===== src/source/ir_pkg.sv =====
`default_nettype none

package ir_pkg;

    // NEC pulse lengths, in units of 562.5 us
    localparam int leader_mark_units   = 16;   // 9 ms burst
    localparam int leader_space_units  = 8;    // 4.5 ms gap
    localparam int bit_mark_units      = 1;    // Burst ahead of every bit
    localparam int one_space_units     = 3;    // Logic 1 gap
    localparam int zero_space_units    = 1;    // Logic 0 gap
    localparam int space_timeout_units = 12;   // Anything longer aborts the frame

    // Decoded frame, address high byte, command low byte
    typedef logic [15:0] frame_t;

    // Decoder FSM
    typedef enum logic [2:0] {
        dec_idle,
        dec_leader_mark,
        dec_leader_space,
        dec_bit_mark,
        dec_bit_space,
        dec_stop_mark
    } dec_state_e;

    // Controller opcodes
    typedef enum logic [1:0] {
        op_none,
        op_up,
        op_down,
        op_toggle
    } op_e;

    // Remote key codes
    localparam logic [7:0] cmd_up     = 8'h18;
    localparam logic [7:0] cmd_down   = 8'h52;
    localparam logic [7:0] cmd_toggle = 8'h1c;

    // Serial transmitter FSM
    typedef enum logic [1:0] {
        uart_idle,
        uart_start,
        uart_data,
        uart_stop
    } uart_state_e;

endpackage

`default_nettype wire


===== src/source/frame_fifo.sv =====
`timescale 1ns/100ps
`default_nettype none

module frame_fifo #(
    parameter int fifo_depth = 4
) (
    input  wire logic           clk,
    input  wire logic           arst_n,
    input  wire logic           wr,
    input  wire ir_pkg::frame_t wr_data,
    input  wire logic           rd,
    output      ir_pkg::frame_t rd_data,
    output      logic           empty
);
    import ir_pkg::*;

    localparam int ptr_w = (fifo_depth > 1) ? $clog2(fifo_depth) : 1;
    localparam int cnt_w = $clog2(fifo_depth + 1);

    frame_t           mem [fifo_depth];
    logic [ptr_w-1:0] wr_ptr, rd_ptr;
    logic [cnt_w-1:0] count;
    logic             full, do_wr, do_rd;

    assign full    = count == cnt_w'(fifo_depth);
    assign empty   = count == '0;
    assign do_wr   = wr && !full;   // Overflow frame is simply lost
    assign do_rd   = rd && !empty;
    assign rd_data = mem[rd_ptr];   // Head is visible without a read cycle

    always_ff @(posedge clk or negedge arst_n) begin
        if (!arst_n) begin
            wr_ptr <= '0;
            rd_ptr <= '0;
            count  <= '0;
        end else begin
            if (do_wr) wr_ptr <= (wr_ptr == ptr_w'(fifo_depth - 1)) ? '0 : wr_ptr + 1'b1;
            if (do_rd) rd_ptr <= (rd_ptr == ptr_w'(fifo_depth - 1)) ? '0 : rd_ptr + 1'b1;
            case ({do_wr, do_rd})
                2'b10:   count <= count + 1'b1;
                2'b01:   count <= count - 1'b1;
                default: count <= count;  // Both or neither
            endcase
        end
    end

    always_ff @(posedge clk) begin
        if (do_wr) mem[wr_ptr] <= wr_data;
    end

    assert property (@(posedge clk) disable iff (!arst_n) rd |-> !empty);
    assert property (@(posedge clk) disable iff (!arst_n) count <= cnt_w'(fifo_depth));

endmodule

`default_nettype wire


===== src/source/ir_command_ctrl.sv =====
`timescale 1ns/100ps
`default_nettype none

module ir_command_ctrl #(
    parameter logic [7:0] device_addr = 8'h00
) (
    input  wire logic           clk,
    input  wire logic           arst_n,
    input  wire logic           fifo_empty,
    input  wire ir_pkg::frame_t fifo_rd_data,
    output      logic           fifo_rd,
    input  wire logic           uart_busy,
    output      logic           tx_start,
    output      logic [7:0]     tx_byte,
    output      logic [2:0]     state_control,
    output      logic           toggle
);
    import ir_pkg::*;

    op_e        op;
    logic [2:0] next_state;
    logic       next_toggle;
    logic [7:0] report;

    // Busy only rises the cycle after tx_start, so hold off one extra cycle
    assign fifo_rd = !fifo_empty && !uart_busy && !tx_start;

    // Address filter and key map
    always_comb begin
        op = op_none;
        if (fifo_rd_data[15:8] == device_addr) begin
            case (fifo_rd_data[7:0])
                cmd_up:     op = op_up;
                cmd_down:   op = op_down;
                cmd_toggle: op = op_toggle;
                default:    op = op_none;  // Unknown key
            endcase
        end
    end

    always_comb begin
        next_state  = state_control;
        next_toggle = toggle;
        case (op)
            op_up:     next_state  = state_control + 3'd1;  // Wraps 7 to 0
            op_down:   next_state  = state_control - 3'd1;
            op_toggle: next_toggle = ~toggle;
            default:   next_state  = state_control;
        endcase
    end

    // '0'+n normally, 'A'+n once toggled
    assign report = next_toggle ? (8'h41 + {5'b0, next_state})
                                : (8'h30 + {5'b0, next_state});

    always_ff @(posedge clk or negedge arst_n) begin
        if (!arst_n) begin
            state_control <= 3'd0;
            toggle        <= 1'b0;
            tx_start      <= 1'b0;
        end else begin
            tx_start <= fifo_rd && (op != op_none);  // Ignored frames send nothing
            if (fifo_rd) begin
                state_control <= next_state;
                toggle        <= next_toggle;
            end
        end
    end

    always_ff @(posedge clk) begin
        if (fifo_rd) tx_byte <= report;
    end

    // Spans controller and UART
    assert property (@(posedge clk) disable iff (!arst_n) tx_start |-> !uart_busy);

endmodule

`default_nettype wire


===== src/source/ir_remote_top.sv =====
`timescale 1ns/100ps
`default_nettype none

module ir_remote_top #(
    parameter int         clks_per_unit = 28125,  // 562.5 us at 50 MHz
    parameter int         clks_per_bit  = 434,    // 115200 baud at 50 MHz
    parameter int         fifo_depth    = 4,
    parameter logic [7:0] device_addr   = 8'h00
) (
    input  wire logic       clk,
    input  wire logic       arst_n,
    input  wire logic       ir_rxd,         // From the IR receiver module
    output      logic       uart_txd,
    output      logic [2:0] state_control,
    output      logic       toggle
);
    import ir_pkg::*;

    logic       frame_valid;
    frame_t     frame_data;
    logic       fifo_empty, fifo_rd;
    frame_t     fifo_rd_data;
    logic       uart_busy, tx_start;
    logic [7:0] tx_byte;

    // Producer
    nec_decoder #(.clks_per_unit(clks_per_unit)) decoder_i (
        .clk         (clk),
        .arst_n      (arst_n),
        .ir_rxd      (ir_rxd),
        .frame_valid (frame_valid),
        .frame_data  (frame_data)
    );

    frame_fifo #(.fifo_depth(fifo_depth)) fifo_i (
        .clk     (clk),
        .arst_n  (arst_n),
        .wr      (frame_valid),  // No back-pressure toward the decoder
        .wr_data (frame_data),
        .rd      (fifo_rd),
        .rd_data (fifo_rd_data),
        .empty   (fifo_empty)
    );

    // Consumer
    ir_command_ctrl #(.device_addr(device_addr)) ctrl_i (
        .clk           (clk),
        .arst_n        (arst_n),
        .fifo_empty    (fifo_empty),
        .fifo_rd_data  (fifo_rd_data),
        .fifo_rd       (fifo_rd),
        .uart_busy     (uart_busy),
        .tx_start      (tx_start),
        .tx_byte       (tx_byte),
        .state_control (state_control),
        .toggle        (toggle)
    );

    uart_tx #(.clks_per_bit(clks_per_bit)) uart_i (
        .clk      (clk),
        .arst_n   (arst_n),
        .tx_start (tx_start),
        .tx_byte  (tx_byte),
        .busy     (uart_busy),
        .txd      (uart_txd)
    );

endmodule

`default_nettype wire


===== src/source/nec_decoder.sv =====
`timescale 1ns/100ps
`default_nettype none

module nec_decoder #(
    parameter int clks_per_unit = 28125
) (
    input  wire logic          clk,
    input  wire logic          arst_n,
    input  wire logic          ir_rxd,       // Low while a burst is received
    output      logic          frame_valid,  // One-cycle strobe
    output      ir_pkg::frame_t frame_data
);
    import ir_pkg::*;

    localparam int cnt_w = $clog2(clks_per_unit + 1);

    // Accept windows, kept loose around the nominal lengths
    localparam logic [4:0] leader_mark_min  = 5'(leader_mark_units - 2);
    localparam logic [4:0] leader_mark_max  = 5'(leader_mark_units + 2);
    localparam logic [4:0] leader_space_min = 5'(leader_space_units - 2);
    localparam logic [4:0] leader_space_max = 5'(leader_space_units + 2);
    localparam logic [4:0] bit_mark_min     = 5'(bit_mark_units);
    localparam logic [4:0] bit_mark_max     = 5'(bit_mark_units + 1);
    localparam logic [4:0] one_thresh       = 5'((zero_space_units + one_space_units) / 2);
    localparam logic [4:0] space_limit      = 5'(space_timeout_units);

    logic             rxd_meta, rxd_sync;  // Two-flop synchronizer
    logic             mark_prev;
    logic             mark, mark_rise, mark_fall;
    logic [cnt_w-1:0] clk_cnt;             // Clocks within current unit
    logic [4:0]       unit_cnt;            // Units since last edge, saturating
    logic [4:0]       bit_cnt;
    logic [31:0]      shift_reg;           // LSB first on air
    dec_state_e       state;
    logic             too_long, mark_ok, bit_val, check_ok, accept;

    assign mark      = ~rxd_sync;
    assign mark_rise = mark & ~mark_prev;
    assign mark_fall = ~mark & mark_prev;

    always_ff @(posedge clk or negedge arst_n) begin
        if (!arst_n) begin
            rxd_meta  <= 1'b1;  // Line idles high
            rxd_sync  <= 1'b1;
            mark_prev <= 1'b0;
        end else begin
            rxd_meta  <= ir_rxd;
            rxd_sync  <= rxd_meta;
            mark_prev <= mark;
        end
    end

    // Length of the current level, restarted on every edge
    always_ff @(posedge clk or negedge arst_n) begin
        if (!arst_n) begin
            clk_cnt  <= '0;
            unit_cnt <= '0;
        end else if (mark_rise || mark_fall) begin
            clk_cnt  <= cnt_w'(1);  // Edge cycle is the first clock of the new level
            unit_cnt <= '0;
        end else if (clk_cnt >= cnt_w'(clks_per_unit - 1)) begin
            clk_cnt <= '0;
            if (unit_cnt != '1) unit_cnt <= unit_cnt + 5'd1;
        end else begin
            clk_cnt <= clk_cnt + 1'b1;
        end
    end

    // Leader burst gets its own ceiling, all else uses the space timeout
    assign too_long = (state == dec_leader_mark) ? (unit_cnt > leader_mark_max)
                                                 : (unit_cnt > space_limit);
    assign mark_ok  = (unit_cnt >= bit_mark_min) && (unit_cnt <= bit_mark_max);
    assign bit_val  = unit_cnt >= one_thresh;  // Long gap is a 1
    assign check_ok = (shift_reg[15:8] == ~shift_reg[7:0]) &&
                      (shift_reg[31:24] == ~shift_reg[23:16]);
    assign accept   = (state == dec_stop_mark) && mark_fall && mark_ok && check_ok;

    always_ff @(posedge clk or negedge arst_n) begin
        if (!arst_n) begin
            state       <= dec_idle;
            bit_cnt     <= '0;
            frame_valid <= 1'b0;
        end else begin
            frame_valid <= accept;
            if (state != dec_idle && too_long) begin
                state <= dec_idle;  // Stalled or bogus, drop it
            end else begin
                case (state)
                    dec_idle: if (mark_rise) state <= dec_leader_mark;
                    dec_leader_mark: if (mark_fall) begin
                        state <= (unit_cnt >= leader_mark_min) ? dec_leader_space : dec_idle;
                    end
                    dec_leader_space: if (mark_rise) begin
                        bit_cnt <= '0;
                        state   <= (unit_cnt >= leader_space_min &&
                                    unit_cnt <= leader_space_max) ? dec_bit_mark : dec_idle;
                    end
                    dec_bit_mark: if (mark_fall) state <= mark_ok ? dec_bit_space : dec_idle;
                    dec_bit_space: if (mark_rise) begin
                        bit_cnt <= bit_cnt + 5'd1;
                        state   <= (bit_cnt == 5'd31) ? dec_stop_mark : dec_bit_mark;
                    end
                    dec_stop_mark: if (mark_fall) state <= dec_idle;  // Done either way
                    default: state <= dec_idle;
                endcase
            end
        end
    end

    // Payload path
    always_ff @(posedge clk) begin
        if (state == dec_bit_space && mark_rise) shift_reg <= {bit_val, shift_reg[31:1]};
        if (accept) frame_data <= {shift_reg[7:0], shift_reg[23:16]};  // Addr, cmd
    end

    // Strobe never stretches
    assert property (@(posedge clk) disable iff (!arst_n) frame_valid |=> !frame_valid);

endmodule

`default_nettype wire


===== src/source/uart_tx.sv =====
`timescale 1ns/100ps
`default_nettype none

module uart_tx #(
    parameter int clks_per_bit = 434
) (
    input  wire logic       clk,
    input  wire logic       arst_n,
    input  wire logic       tx_start,
    input  wire logic [7:0] tx_byte,
    output      logic       busy,
    output      logic       txd
);
    import ir_pkg::*;

    localparam int baud_w = $clog2(clks_per_bit + 1);

    uart_state_e       state;
    logic [baud_w-1:0] baud_cnt;
    logic [2:0]        bit_idx;
    logic [7:0]        shift_reg;
    logic              bit_done;

    assign bit_done = baud_cnt == baud_w'(clks_per_bit - 1);
    assign busy     = state != uart_idle;

    always_ff @(posedge clk or negedge arst_n) begin
        if (!arst_n) begin
            state    <= uart_idle;
            baud_cnt <= '0;
            bit_idx  <= '0;
            txd      <= 1'b1;  // Line idles high
        end else begin
            baud_cnt <= (state == uart_idle || bit_done) ? '0 : baud_cnt + 1'b1;
            case (state)
                uart_idle: if (tx_start) begin
                    txd   <= 1'b0;  // Start bit
                    state <= uart_start;
                end
                uart_start: if (bit_done) begin
                    txd     <= shift_reg[0];
                    bit_idx <= '0;
                    state   <= uart_data;
                end
                uart_data: if (bit_done) begin
                    if (bit_idx == 3'd7) begin
                        txd   <= 1'b1;  // Stop bit
                        state <= uart_stop;
                    end else begin
                        txd     <= shift_reg[0];
                        bit_idx <= bit_idx + 3'd1;
                    end
                end
                uart_stop: if (bit_done) state <= uart_idle;
                default: state <= uart_idle;
            endcase
        end
    end

    // Data byte, LSB out first
    always_ff @(posedge clk) begin
        if (state == uart_idle && tx_start) begin
            shift_reg <= tx_byte;
        end else if (bit_done && (state == uart_start || state == uart_data)) begin
            shift_reg <= shift_reg >> 1;
        end
    end

    assert property (@(posedge clk) disable iff (!arst_n) tx_start |-> state == uart_idle);

endmodule

`default_nettype wire


===== config.mk =====
export PLATFORM = sky130hd
export DESIGN_NAME = ir_remote_top
export DESIGN_NICKNAME = d
export VERILOG_FILES = /design/src/source/ir_pkg.sv /design/src/source/frame_fifo.sv /design/src/source/ir_command_ctrl.sv /design/src/source/ir_remote_top.sv /design/src/source/nec_decoder.sv /design/src/source/uart_tx.sv
export SDC_FILE = /design/constraint.sdc
export NUM_CORES = 1
export LEC_CHECK = 0
export ABC_CLOCK_PERIOD_IN_PS = 3950
export BUFFER_PORTS_ARGS = -buffer_cell sky130_fd_sc_hd__buf_4
export CAP_MARGIN = 5
export CORE_ASPECT_RATIO = 0.9
export CORE_MARGIN = 3
export CORE_UTILIZATION = 62
export DETAILED_ROUTE_END_ITERATION = 6
export GPL_TIMING_DRIVEN = 0
export PLACE_DENSITY_LB_ADDON = 0.3
export SLEW_MARGIN = 0
export SYNTH_ARGS = -nofsm -noshare
export SYNTH_HDL_FRONTEND = slang
export SYNTH_SLANG_ARGS = --single-unit

===== constraint.sdc =====
create_clock -name clk -period 3.95 [get_ports clk]
set_input_delay 0.395 -clock clk [delete_from_list [all_inputs] [get_ports clk]]
set_output_delay 0.395 -clock clk [all_outputs]
set_load 0.02 [all_outputs]

* Word level (Yosys, flattened, before mapping) *
Memory sizes are Yosys's and may differ from the RTL's.
Cells that the tools add are included.

storage, ports and cells
  memories = 1
  bits of input ports = 3
  output and inout port bits = 5
  register bits after elaboration = 123
  RAM bits = 64
  logic and storage cells = 183

memory list
  memory      depth  width  read ports  clocked after Yosys merged registers in  wr ports  RTL line          RTL
  fifo_i.mem  4      16     1           0                                        1         frame_fifo.sv:20  frame_t mem [fifo_depth];

cells by class
  add/sub/neg operators = 13
  magnitude comparators = 9
  equal/unequal tests = 39
  multiplexer cells = 49
  bitwise gates (word level) = 8
  reductions and logical operators = 42

operators with widths
  cell                                                                      number
  3-bit two-way mux                                                         12
  15-bit two-way mux                                                        2
  5-bit two-way mux                                                         5
  8-bit two-way mux                                                         3
  2-bit two-way mux                                                         10
  3-bit one-hot mux with 2 select lines                                     3
  3-bit one-hot mux with 6 select lines                                     1
  8-bit by 5-bit == test with 1-bit output (second input constant)          2
  8-bit == test                                                             2
  8-bit inverter                                                            2
  2-bit nonzero test                                                        8
  15-bit by 1-bit adder with 15-bit output (second input constant)          1
  15-bit greater-or-equal comparator (second input constant)                1
  1-bit logical AND                                                         15
  2-bit == test (second input constant)                                     7
  3-bit == test (second input constant)                                     4
  2-bit by 1-bit inequality test with 1-bit output (second input constant)  6
  3-bit by 1-bit inequality test with 1-bit output (second input constant)  4
  4-bit AND reduction                                                       3
  5-bit by 1-bit adder with 5-bit output (second input constant)            2
  5-bit one-hot mux with 2 select lines                                     1
  3-bit by 1-bit adder with 3-bit output (second input constant)            3
  9-bit by 1-bit adder with 9-bit output (second input constant)            1
  9-bit == test (second input constant)                                     1
  36 further kinds                                                          61

* Depth between registers and ports, before layout *
Gate-level depths: netlist (run 1).
An unclocked memory read counts as a cell.

  depth after elaboration = 8
  mapped depth = 14

* Cells and area by module *
A second synthesis (run 1) with hierarchy kept.

second synthesis, totals
  cells, all modules = 560
  area total of the unflattened synthesis = 8169.1 um^2

by module, submodules not included
  module           cells each  sequential area each (um^2)  area an instance (um^2)  times used
  nec_decoder      265         2244.7                       3467.1                   1
  frame_fifo       124         2097.0                       2795.2                   1
  uart_tx          107         616.8                        1197.4                   1
  ir_command_ctrl  64          305.3                        709.4                    1

* Least setup slack after synthesis (run 1) *
OpenSTA, ideal clock, no wires.

  path type = register to register
  start = reg fifo_i.rd_ptr[0]
  end = reg ctrl_i.tx_byte[1], data pin
  setup slack = 0.809 ns
  path buffers = 1
  period minus slack after synthesis = 3.141 ns
  data required time = 3.678 ns
  arrival time = 2.868 ns
  cell stages (with the launch flop) = 14
  cell sequence = dfrtp_1 buf_2 mux4_2 nor3b_2 a21oi_1 nor2_1 ha_1 inv_1 fa_1 mux2_2 inv_1 ha_1 nand2_1 o21ai_0

on the way
  longest elaborated chain between the ends = 8
  elaborated cells on any way between the ends = 15
  classes of those cells = add/sub (2); eq/ne (6); mux (5); reduce/logical (1); memory (1)

RTL lines
  element                                                                                               RTL line                                      RTL
  start, declared                                                                                       frame_fifo.sv:21                              logic [ptr_w-1:0] wr_ptr, rd_ptr;
  start signal, assigned                                                                                frame_fifo.sv:38                              if (do_rd) rd_ptr <= (rd_ptr == ptr_w'(fifo_depth - 1)) ? '0 : rd_ptr + 1'b1;
  memory read 4 x 16 bit (*)                                                                            --
  8-bit by 5-bit == test with 1-bit output or 8-bit by 7-bit == test with 1-bit output (tied branches)  ir_command_ctrl.sv:32                         case (fifo_rd_data[7:0])
  2-bit one-hot mux with 3 select lines                                                                 ir_command_ctrl.sv:32
  2-bit two-way mux (*)                                                                                 ir_command_ctrl.sv:31                         if (fifo_rd_data[15:8] == device_addr) begin
  2-bit == test or 2-bit by 1-bit == test with 1-bit output (tied branches)                             ir_command_ctrl.sv:44                         case (op)
  3-bit one-hot mux with 2 select lines (*)                                                             ir_command_ctrl.sv:44
  net ctrl_i.next_state[1]                                                                              ir_command_ctrl.sv:21                         logic [2:0] next_state;
  7-bit by 3-bit adder with 8-bit output or 6-bit by 3-bit adder with 7-bit output (tied branches)      ir_command_ctrl.sv:53, ir_command_ctrl.sv:54
  8-bit two-way mux (*)                                                                                 ir_command_ctrl.sv:53                         assign report = next_toggle ? (8'h41 + {5'b0, next_state})
  net ctrl_i.report[1]                                                                                  ir_command_ctrl.sv:23                         logic [7:0] report;
  end signal, assigned                                                                                  ir_command_ctrl.sv:71                         if (fifo_rd) tx_byte <= report;
  end, declared                                                                                         ir_command_ctrl.sv:14                         output logic [7:0] tx_byte,

Mark *: on every way through the listed nets, which the timed path passes. The rest lies on a longest branch.
A chain may end at the register's enable or synchronous reset.

* Final worst setup path (run 1) *
Same ends and word-level chain as after synthesis.

==> results of run 1 <==
cell type report:
| cell class | instances | area, sq um | share of cell area [%] |
|---|---|---|---|
| buffer | 11 | 48.80 | 0.5742 |
| sequential | 184 | 5234 | 61.59 |
| tap | 156 | 195.2 | 2.297 |
| timing repair buffer | 8 | 63.81 | 0.7509 |
| clock buffer | 17 | 425.4 | 5.006 |
| clock inverter | 15 | 128.9 | 1.516 |
| multi-input combinational | 317 | 2316 | 27.25 |
| inverter | 23 | 86.33 | 1.016 |
power by group:
group | internal (W) | switching, W | leakage [nW]
Combinational | 0.0000438 | 0.0000889 | 0.968
Sequential | 0.00206 | 0.0000131 | 1.51
Clock | 0.000870 | 0.000693 | 0.276
Total | 0.00297 | 0.000795 | 2.76
routing by layer:
metal	up-vias	global-route usage, %	wire, um
li1	2016	-	-
met1	2134	25.26	5477
met2	102	31.70	6235
met3	20	5.485	560
met4	0	6.125	169
met5	-	0	0
stage by stage:
step | instance area [sq um] | utilization (%)
CTS | 8497 | 72.26
floorplan | 7679 | -
global route | 8498 | 72.27
detailed placement | 7943 | 67.55
global placement | 7926 | 67.41
finish | 8498 | 72.27
cell usage in the layout (no fill, tap or decap), drive strengths merged, types with 3 or more instances in the layout:
cell type / netlist / final
nor2: 37 / 37
dfstp: 3 / 3
edfxtp: 125 / 125
o21ai: 14 / 14
buf: 6 / 14
and2: 7 / 7
nor2b: 5 / 5
ha: 28 / 28
mux2: 8 / 8
clkinv: 0 / 11
nor4: 14 / 14
a21oi: 13 / 13
nand2: 37 / 37
and3: 12 / 12
a22o: 7 / 7
dfrtp: 56 / 56
nand3: 19 / 19
nor4b: 4 / 4
clkbuf: 5 / 22
nor3: 11 / 11
nor3b: 3 / 3
mux4: 5 / 5
inv: 23 / 26
nand4: 3 / 3
nand2b: 4 / 4
xor2: 25 / 25
xnor2: 25 / 25
o211ai: 3 / 3
worst min path at each step:
| stage | endpoint | slack [ns] | depth (start not counted) |
|---|---|---|---|
| 3_3_place_gp | decoder_i.rxd_sync$_DFF_PN1_ | 0.35 | 0 |
| 6_report | fifo_i.rd_ptr[1]$_DFFE_PN0P_ | 0.02 | 1 |
| 2_1_floorplan | ctrl_i.state_control[0]$_DFFE_PN0P_ | 0.1 | 0 |
| 5_1_grt | decoder_i.rxd_meta$_DFF_PN1_ | 0.06 | 1 |
| 4_1_cts | ctrl_i.state_control[0]$_DFFE_PN0P_ | 0.05 | 1 |
| 3_5_place_dp | decoder_i.rxd_sync$_DFF_PN1_ | 0.35 | 0 |
synthesized netlist by cell type, drive strengths merged, types with 8 or more instances:
library cell,instances,area [sq um]
ha,28,350.3
dfrtp,56,1401
and3,12,75.07
a21oi,13,68.82
nor2,37,138.9
xnor2,25,219.0
nand2,37,138.9
edfxtp,125,3754
nor4,14,87.58
inv,23,86.33
nand3,19,95.09
xor2,25,219.0
mux2,8,90.09
o21ai,14,70.06
nor3,11,66.32
cell families after synthesis:
family                   Yosys count  share of synthesized area, %
flip-flops                       184                         68.16
multiplexers                      15                         2.901
AND/OR/NAND/NOR                  165                         11.16
XOR/XNOR                          50                         5.703
adder cells (fa/ha/maj)           30                         5.084
AO/OA/AOI/OAI                     57                         5.231
buffers and inverters             34                         1.760
==> metrics.md, run 1 <==
| Metric | Value |
|---|---|
| IO Pins | 8 |
| Worst R2R Path Depth | 13 |
| Worst setup endpoint | ctrl_i.tx_byte[1]$_DFFE_PP_ |
| Syn Nets | 568 |
| Drt wl/cell | roughly 17 um |
| Vias per cell | 5.844 |
| Diodes inserted | 0 |
| Final Hold Fails | 0 |
| Syn. warnings | 0 |
| Setup WS pre-CTS | 0.4979 ns |
| Startpoint Class | flop |
| CTS Root Cell | clkbuf_16 |
| Largest net degree at the start of global routing | 60 |
| #FFs+latches synth | roughly 180 |
| Crit path time final | 3.485 ns |
| Max reg flops | 64 |
| Die area | ~14000 sq um |
| CP max-delay cell | mux4_2 |
| Arrival time at the worst endpoint | about 3.6 ns |
| Core region area | 11760 sq um |
| Total of max-cap violations | 0 |
| Worst r2r src | fifo_i.rd_ptr[0]$_DFFE_PN0P_ |
| Grt ovf | 0 |
| Slew Viols, Final | 0 |
| Layout cells sized above 1 | 12.00% |
| Setup Total Neg Slack | 0 ns |
| Initial DRC Count | 373 |
| Relative slew slack | between 40 and 50% |
| Synth async-reset ratio | ~32% |
| Final Total Pwr | 0.003769 W |
| Port Buffer Count | 7 |
| Setup repair bufs after CTS | 0 |
| Vias | 4272 |
| Most used flip-flop cell after synthesis | edfxtp_1 |
| Crit-path max cell delay | 0.57 ns |
| Clock skew | roughly 0.0089 ns |
| TritonCTS clock tree | done |
| Chip Width | 123.3 um |
| # rows | 37 |
| Layout fillers | 710 |
| Skew-Pair Late Insertion Delay | 0.42 ns |
| Cts bufs inserted | 17 |
| Worst R2R End | ctrl_i.tx_byte[1]$_DFFE_PP_ |
| Post-route clock period utilization | between 80% and 90% |
| RePlAce Congestion | 0.8515 |
| Stages on the worst setup path | 13 |
| Antenna violations before repair | 0 |
| Worst path bufs/invs | 3 |
| DRC viols | 0 |
| Initial Utilization | 65.30% |
| Fin Hold WS | roughly 0.020 ns |
| Worst setup EP type | flop |
| Final WS setup | 0.4651 ns |
| Maximum vdd drop | 0.3428 mV |
| Clk pin slew, worst setup/hold paths | 0.07 ns |
| Htree depth | 4 |
| Placed insts | 699 |
| Static Leakage | around 2.8 nW |
| Non-Filler Instances | 731 |
| Critical Path, Cell by Cell | buf_2 > mux4_2 > nor3b_2 > a21oi_1 > nor2_1 > ha_1 > inv_1 > fa_1 > mux2_2 > inv_1 > ha_1 > nand2_1 > o21ai_0 |
| Die height | 111.6 um |
| Pwr dens | 443.5 nW/um^2 |
| Crit path from | fifo_i.rd_ptr[0]$_DFFE_PN0P_ |
| Register area share after synthesis | about 68% |
| Clock buffer depth | 2 |
| Number of global-route vias before repair | 4304 |
| Hold WC Path Type | in2async |
| Worst Max-Slew Pin Slew | 0.8340 ns |
| Achievable Freq | about 290 MHz |
| Antenna viol nets, final | 0 |
| Post-synth cell types | 56 |
| Mean Syn Cell Area | 14.35 sq um |
| RSZ-0062 raised after global routing | no |
| HPWL after DPL | 8063 um |
| Synth Cell Area | around 7700 sq um |
| Area Growth Syn to Fin | 10.67% |
| Post_cts resized | 0 |
| Reg2reg setup slack | between 0.4 and 0.5 ns |
| Hold buffer count at cts | 0 |
| Finish-stage setup viols | 0 |
| Post-synthesis cell count | 535 |
| Top delay family on crit path | multiplexers |
| Total track usage | 19.37% |
| Number of flops mapped to enable cells by yosys | 125 |
| Nets | 595 |
| Status | completed |
| Worst path required time | 4.10 ns |
| Worst Path Max Fanout | 10 |
| DRT Wirelength | about 12000 um |
| Initial DRT Pass Iterations | 5 |
| Crit Path Class | reg2reg |
| First-pass GRT wire length | 20580 um |
| Clk sink count | 184 |
(Power assumes the default switching activity.)
==> inputs of run 2 (changes only) <==
--- a/config.mk
+++ b/config.mk
@@ -12,3 +12,3 @@
 export CORE_MARGIN = 3
-export CORE_UTILIZATION = 62
+export CORE_UTILIZATION = 40
 export DETAILED_ROUTE_END_ITERATION = 6
==> constraint.sdc (replaced) <==
create_clock -name clk -period 3.95 [get_ports clk]
set_input_delay 0.79 -clock clk [delete_from_list [all_inputs] [get_ports clk]]
set_output_delay 0.79 -clock clk [all_outputs]
set_load 0.02 [all_outputs]
==> metrics.md, run 2 (synthesized netlist as in run 1, its figures left out) <==
| Metric | Value |
|---|---|
| Status | completed (unchanged) |
| Initial Utilization | 41.19% (was 65.30%) |
| Static Leakage | 2.752 nW (was 2.758 nW) |
| Crit path time final | 3.386 ns (was 3.485 ns) |
| Nets | 596 (was 595) |
| Combinational Power Share | 3.5% (about the same) |
| Final WS setup | 0.5638 ns (was 0.4651 ns) |
| Total track usage | 12.81% (was 19.37%) |
| Most frequent cells in the layout | edfxtp_1 (125), dfrtp_1 (56), nand2_1 (37), nor2_1 (37), ha_1 (28) (unchanged) |
| Port Buffer Count | 7 (unchanged) |
| # rows | 47 (was 37) |
| Clk pin slew, worst setup/hold paths | 0.07 ns (about the same) |
| Initial DRC Count | 205 (was 373) |
| Register Area | 5234 sq um (unchanged) |
| RePlAce Congestion | 0.8197 (was 0.8515) |
| Htree depth | 4 (unchanged) |
| CTS Root Cell | clkbuf_16 (unchanged) |
| DRT Wirelength | 12120 um (was 12440 um) |
| IO Pins | 8 (unchanged) |
| First-pass GRT wire length | 21420 um (was 20580 um) |
| Relative slew slack | 42.87% (was 44.40%) |
| DRC viols | 0 (unchanged) |
| Cts bufs inserted | 17 (unchanged) |
| Hold buffer count at cts | 0 (unchanged) |
| Setup WS pre-CTS | 0.5337 ns (was 0.4979 ns) |
| Startpoint Class | flop (unchanged) |
| Switching Fraction | 22.08% (was 21.11%) |
| Total of max-cap violations | 0 (unchanged) |
| Vias | 4148 (was 4272) |
| Slew Viols, Final | 0 (unchanged) |
| Sequential Power Share | 55.2% (was 55.0%) |
| Combined area of the multi-input logic cells | 2315 sq um (was 2316 sq um) |
| RSZ-0062 raised after global routing | no (unchanged) |
| Clock power share | 41.3% (was 41.5%) |
| HPWL after DPL | 8252 um (was 8063 um) |
| Skew-Pair Late Insertion Delay | 0.42 ns (about the same) |
| TritonCTS clock tree | done (unchanged) |
| Worst Max-Slew Pin Slew | 0.8569 ns (was 0.8340 ns) |
| Core region area | 18640 sq um (was 11760 sq um) |
| Worst path required time | 4.10 ns (about the same) |
| Setup repair bufs after CTS | 0 (unchanged) |
| Post_cts resized | 0 (unchanged) |
| Number of global-route vias before repair | 4387 (was 4304) |
| Initial DRT Pass Iterations | 5 (unchanged) |
| Largest net degree at the start of global routing | 60 (unchanged) |
| Net switching power | 0.0008292 W (was 0.0007955 W) |
| Worst Path Max Fanout | 10 (unchanged) |
| Maximum vdd drop | 0.3885 mV (was 0.3428 mV) |
| Grt ovf | 0 (unchanged) |
| Most common cell after layout, fill and taps aside | edfxtp_1 (unchanged) |
| Die area | 20900 sq um (was 13760 sq um) |
| Final Hold Fails | 0 (unchanged) |
| Clock skew | 0.01157 ns (was 0.008893 ns) |
| Util after Layout | 46.28% (was 72.27%) |
| Post-route clock period utilization | 85.73% (was 88.22%) |
| Clock buffer depth | 2 (unchanged) |
| Die height | 137.4 um (was 111.6 um) |
| Antenna violations before repair | 0 (unchanged) |
| Antenna viol nets, final | 0 (unchanged) |
| Layout fillers | 1593 (was 710) |
| Chip Width | 152.0 um (was 123.3 um) |
| Arrival time at the worst endpoint | 3.54 ns (was 3.64 ns) |
| Internal power | 0.002927 W (was 0.002974 W) |
| Layout cells sized above 1 | 11.98% (was 12.00%) |
| Drt wl/cell | 14.76 um (was 17.02 um) |
| Achievable Freq | 295.3 MHz (was 287.0 MHz) |
| Hold WC Path Type | reg2reg (was in2async) |
| Clk sink count | 184 (unchanged) |
| Crit Path Class | reg2reg (unchanged) |
| Setup Total Neg Slack | 0 ns (unchanged) |
| Max reg flops | 64 (unchanged) |
| Finish-stage setup viols | 0 (unchanged) |
| Area Growth Syn to Fin | 12.35% (was 10.67%) |
| Diodes inserted | 0 (unchanged) |
| Vias per cell | 5.052 (was 5.844) |
| Worst setup EP type | flop (unchanged) |
| Fin Hold WS | 0.3566 ns (was 0.02017 ns) |
| Pwr dens | 435.4 nW/um^2 (was 443.5 nW/um^2) |
## run 2: cell types whose count changed in the layout (fill, tap and decap cells not counted), moves of 2 or more
cell and change:
clkinv_1 -2, clkinvlp_4 +3, inv_8 +2, clkinv_2 -3
clkbuf_1 +2, clkinv_4 -2
## run 2: stage by stage
step / area (sq um) / total power, W / cells
after CTS: 8627 / 0.003803 / 821
after floorplan: 7679 / 0.002207 / 535
after detailed placement: 8082 / 0.002245 / 789
final: 8627 / 0.003756 / 821
after global placement: 8038 / 0.002239 / 787
after global routing: 8627 / 0.003915 / 821
## run 2: final timing paths
kind	from	end	slack (ns)	depth (start not counted)
worst max-delay path	fifo_i.rd_ptr[0]$_DFFE_PN0P_	ctrl_i.tx_byte[1]$_DFFE_PP_	0.56	13
worst min-delay path	decoder_i.rxd_meta$_DFF_PN1_	decoder_i.rxd_sync$_DFF_PN1_	0.36	0
worst max register to register	fifo_i.rd_ptr[0]$_DFFE_PN0P_	ctrl_i.tx_byte[1]$_DFFE_PP_	0.56	13
worst min register to register	decoder_i.rxd_meta$_DFF_PN1_	decoder_i.rxd_sync$_DFF_PN1_	0.36	0
max in group asynchronous	arst_n	decoder_i.unit_cnt[1]$_DFFE_PN0P_	2.98	1
min in group asynchronous	arst_n	uart_i.bit_idx[2]$_DFFE_PN0P_	0.44	1
## run 2: cell type report
cell class | instances | area share [%]
sequential | 184 | 60.67
buffer | 11 | 0.5656
tap | 245 | 3.553
clock inverter | 13 | 1.305
clock buffer | 19 | 5.018
timing repair buffer | 9 | 1.059
inverter | 23 | 1.001
multi-input combinational | 317 | 26.83
## run 2: routing by layer
metal | wire (um) | up-vias | GRT usage [%]
li1 | - | 2012 | -
met1 | 5797 | 2077 | 16.30
met2 | 5867 | 54 | 21.59
met3 | 363 | 5 | 3.518
met4 | 91 | 0 | 4.094
met5 | 0 | - | 0
## run 2: worst max-delay path, cell delays in order, from the launching register on
cell and delay (ns):
dfrtp_1 0.38, buf_2 0.27, mux4_2 0.57, nor3b_2 0.24, a21oi_1 0.10, nor2_1 0.15, ha_1 0.20, inv_1 0.06
fa_1 0.42, mux2_2 0.31, inv_1 0.07, ha_1 0.22, nand2_1 0.05, o21ai_0 0.07
## run 2: power by group through the flow
stage	Sequential [W]	Combinational (W)	Clock, W
after detailed placement	0.00211	0.000133	0
after CTS	0.00207	0.000134	0.00160
after global routing	0.00207	0.000154	0.00169
final	0.00207	0.000133	0.00155
after floorplan	0.00211	0.0000972	0
after global placement	0.00211	0.000128	0
==> inputs of run 3 (changes only) <==
Settings changed: CTS_CLUSTER_DIAMETER set to 30, MAX_ROUTING_LAYER set to met4.
==> metrics.md, run 3 (synthesized netlist as in run 1, its figures left out) <==
| Metric | Value |
|---|---|
| Status | completed (unchanged) |
| TritonCTS clock tree | done (unchanged) |
| Arrival time at the worst endpoint | 3.53 ns (was 3.54 ns) |
| First-pass GRT wire length | 21410 um (was 21420 um) |
| Clock buffer depth | 2 (unchanged) |
| Vias | 4144 (was 4148) |
| Fin Hold WS | 0.3566 ns (about the same) |
| DRT Wirelength | 12110 um (was 12120 um) |
| Crit Path Class | reg2reg (unchanged) |
| Chip Width | 152.0 um (unchanged) |
| HPWL after DPL | 8252 um (unchanged) |
| Initial DRT Pass Iterations | 4 (was 5) |
| Clk sink count | 184 (unchanged) |
| Cts bufs inserted | 17 (unchanged) |
| Die height | 137.4 um (unchanged) |
| Number of global-route vias before repair | 4385 (was 4387) |
| Worst R2R Path Depth | 13 (unchanged) |
| Worst Path Max Fanout | 10 (unchanged) |
| Worst R2R End | ctrl_i.tx_byte[1]$_DFFE_PP_ (unchanged) |
| Crit path time final | 3.379 ns (was 3.386 ns) |
| Hold buffer count at cts | 0 (unchanged) |
| Non-Filler Instances | 821 (unchanged) |
| Clk pin slew, worst setup/hold paths | 0.07 ns (about the same) |
| Slew Viols, Final | 0 (unchanged) |
| Pwr dens | 435.4 nW/um^2 (about the same) |
| Total of max-cap violations | 0 (unchanged) |
| Static Leakage | 2.752 nW (unchanged) |
| Layout fillers | 1593 (unchanged) |
| Total track usage | 13.20% (was 12.81%) |
| Reg2reg setup slack | 0.57 ns (was 0.56 ns) |
| Relative slew slack | 42.55% (was 42.87%) |
| Setup repair bufs after CTS | 0 (unchanged) |
| Setup Total Neg Slack | 0 ns (unchanged) |
| Worst path required time | 4.10 ns (about the same) |
| Most frequent cells in the layout | edfxtp_1 (125), dfrtp_1 (56), nand2_1 (37), nor2_1 (37), ha_1 (28) (unchanged) |
| Worst Max-Slew Pin Slew | 0.8618 ns (was 0.8569 ns) |
| RSZ-0062 raised after global routing | no (unchanged) |
| Htree depth | 4 (unchanged) |
| RePlAce Congestion | 0.8320 (was 0.8197) |
| Clock skew | 0.01138 ns (was 0.01157 ns) |
| Register Area | 5234 sq um (unchanged) |
| # rows | 47 (unchanged) |
| Most common cell after layout, fill and taps aside | edfxtp_1 (unchanged) |
| Startpoint Class | flop (unchanged) |
| Grt ovf | 0 (unchanged) |
| Diodes inserted | 0 (unchanged) |
| Maximum vdd drop | 0.3870 mV (was 0.3885 mV) |
| Die area | 20900 sq um (unchanged) |
| Initial Utilization | 41.19% (unchanged) |
| Max reg flops | 64 (unchanged) |
| Area Growth Syn to Fin | 12.35% (unchanged) |
| WHS Path Cells | 0 (unchanged) |
| Skew-Pair Late Insertion Delay | 0.42 ns (about the same) |
| Port Buffer Count | 7 (unchanged) |
| CTS Root Cell | clkbuf_16 (unchanged) |
| Initial DRC Count | 198 (was 205) |
| Post_cts resized | 0 (unchanged) |
| DRC viols | 0 (unchanged) |
| Core region area | 18640 sq um (unchanged) |
| Vias per cell | 5.048 (was 5.052) |
| Hold_sp | decoder_i.rxd_meta$_DFF_PN1_ (unchanged) |
| Drt wl/cell | 14.75 um (was 14.76 um) |
| Combined area of the multi-input logic cells | 2315 sq um (unchanged) |
| IO Pins | 8 (unchanged) |
| Worst Hold Path EP | decoder_i.rxd_sync$_DFF_PN1_ (unchanged) |
| Antenna viol nets, final | 0 (unchanged) |
| Hold WC Path Type | reg2reg (unchanged) |
| Largest net degree at the start of global routing | 60 (unchanged) |
| Worst r2r src | fifo_i.rd_ptr[0]$_DFFE_PN0P_ (unchanged) |
| Finish-stage setup viols | 0 (unchanged) |
| Achievable Freq | 296.0 MHz (was 295.3 MHz) |
| Worst setup EP type | flop (unchanged) |
| Placed insts | 789 (unchanged) |
| Antenna violations before repair | 0 (unchanged) |
| Layout cells sized above 1 | 11.98% (unchanged) |
| Post-route clock period utilization | 85.53% (was 85.73%) |
| Nets | 596 (unchanged) |
| Final Hold Fails | 0 (unchanged) |
[run 3: critical path: stages, from the launching register on]
cell and delay [ns]:
dfrtp_1 0.38, buf_2 0.26, mux4_2 0.57, nor3b_2 0.24, a21oi_1 0.10, nor2_1 0.15
ha_1 0.20, inv_1 0.06, fa_1 0.42, mux2_2 0.31, inv_1 0.07, ha_1 0.22
nand2_1 0.05, o21ai_0 0.07
[run 3: worst max-delay path by stage]
stage,to,start,cells after the start,slack (ns)
6_report,ctrl_i.tx_byte[1]$_DFFE_PP_,fifo_i.rd_ptr[0]$_DFFE_PN0P_,13,0.57
5_1_grt,ctrl_i.tx_byte[2]$_DFFE_PP_,fifo_i.rd_ptr[0]$_DFFE_PN0P_,13,0.31
4_1_cts,ctrl_i.tx_byte[1]$_DFFE_PP_,fifo_i.rd_ptr[0]$_DFFE_PN0P_,13,0.53
3_5_place_dp,ctrl_i.tx_byte[1]$_DFFE_PP_,fifo_i.rd_ptr[0]$_DFFE_PN0P_,13,0.53
3_3_place_gp,ctrl_i.tx_byte[1]$_DFFE_PP_,fifo_i.rd_ptr[0]$_DFFE_PN0P_,13,0.57
2_1_floorplan,ctrl_i.tx_byte[1]$_DFFE_PP_,fifo_i.rd_ptr[0]$_DFFE_PN0P_,13,0.81
[run 3: cell type report]
| cell class | count | share of cell area (%) |
|---|---|---|
| clock inverter | 13 | 1.305 |
| tap | 245 | 3.553 |
| buffer | 11 | 0.5656 |
| inverter | 23 | 1.001 |
| sequential | 184 | 60.67 |
| timing repair buffer | 9 | 1.059 |
| clock buffer | 19 | 5.018 |
| multi-input combinational | 317 | 26.83 |
[run 3: power by group]
| group | internal, W | switching, W | leakage, nW |
|---|---|---|---|
| registers | 0.00206 | 0.0000122 | 1.51 |
| logic | 0.0000437 | 0.0000898 | 0.980 |
| clock network | 0.000824 | 0.000727 | 0.258 |
| total | 0.00293 | 0.000829 | 2.75 |
[run 3: stage by stage]
stage	utilization, %	power, W	instance area, sq um	worst slack (ns)
after global routing	46.28	0.003916	8627	0.3078
after detailed placement	43.35	0.002245	8082	0.5337
final	46.28	0.003756	8627	0.5714
after global placement	43.12	0.002239	8038	0.5679
after floorplan	-	0.002207	7679	0.8094
after CTS	46.28	0.003803	8627	0.5328
[run 3: metal layers]
metal / GRT usage (%) / up-vias / share of wire, %
met5: - / - / 0
met4: 3.794 / 0 / 0.58
met3: 3.800 / 4 / 2.6
met2: 21.59 / 57 / 49
met1: 16.26 / 2073 / 48
li1: - / 2010 / -
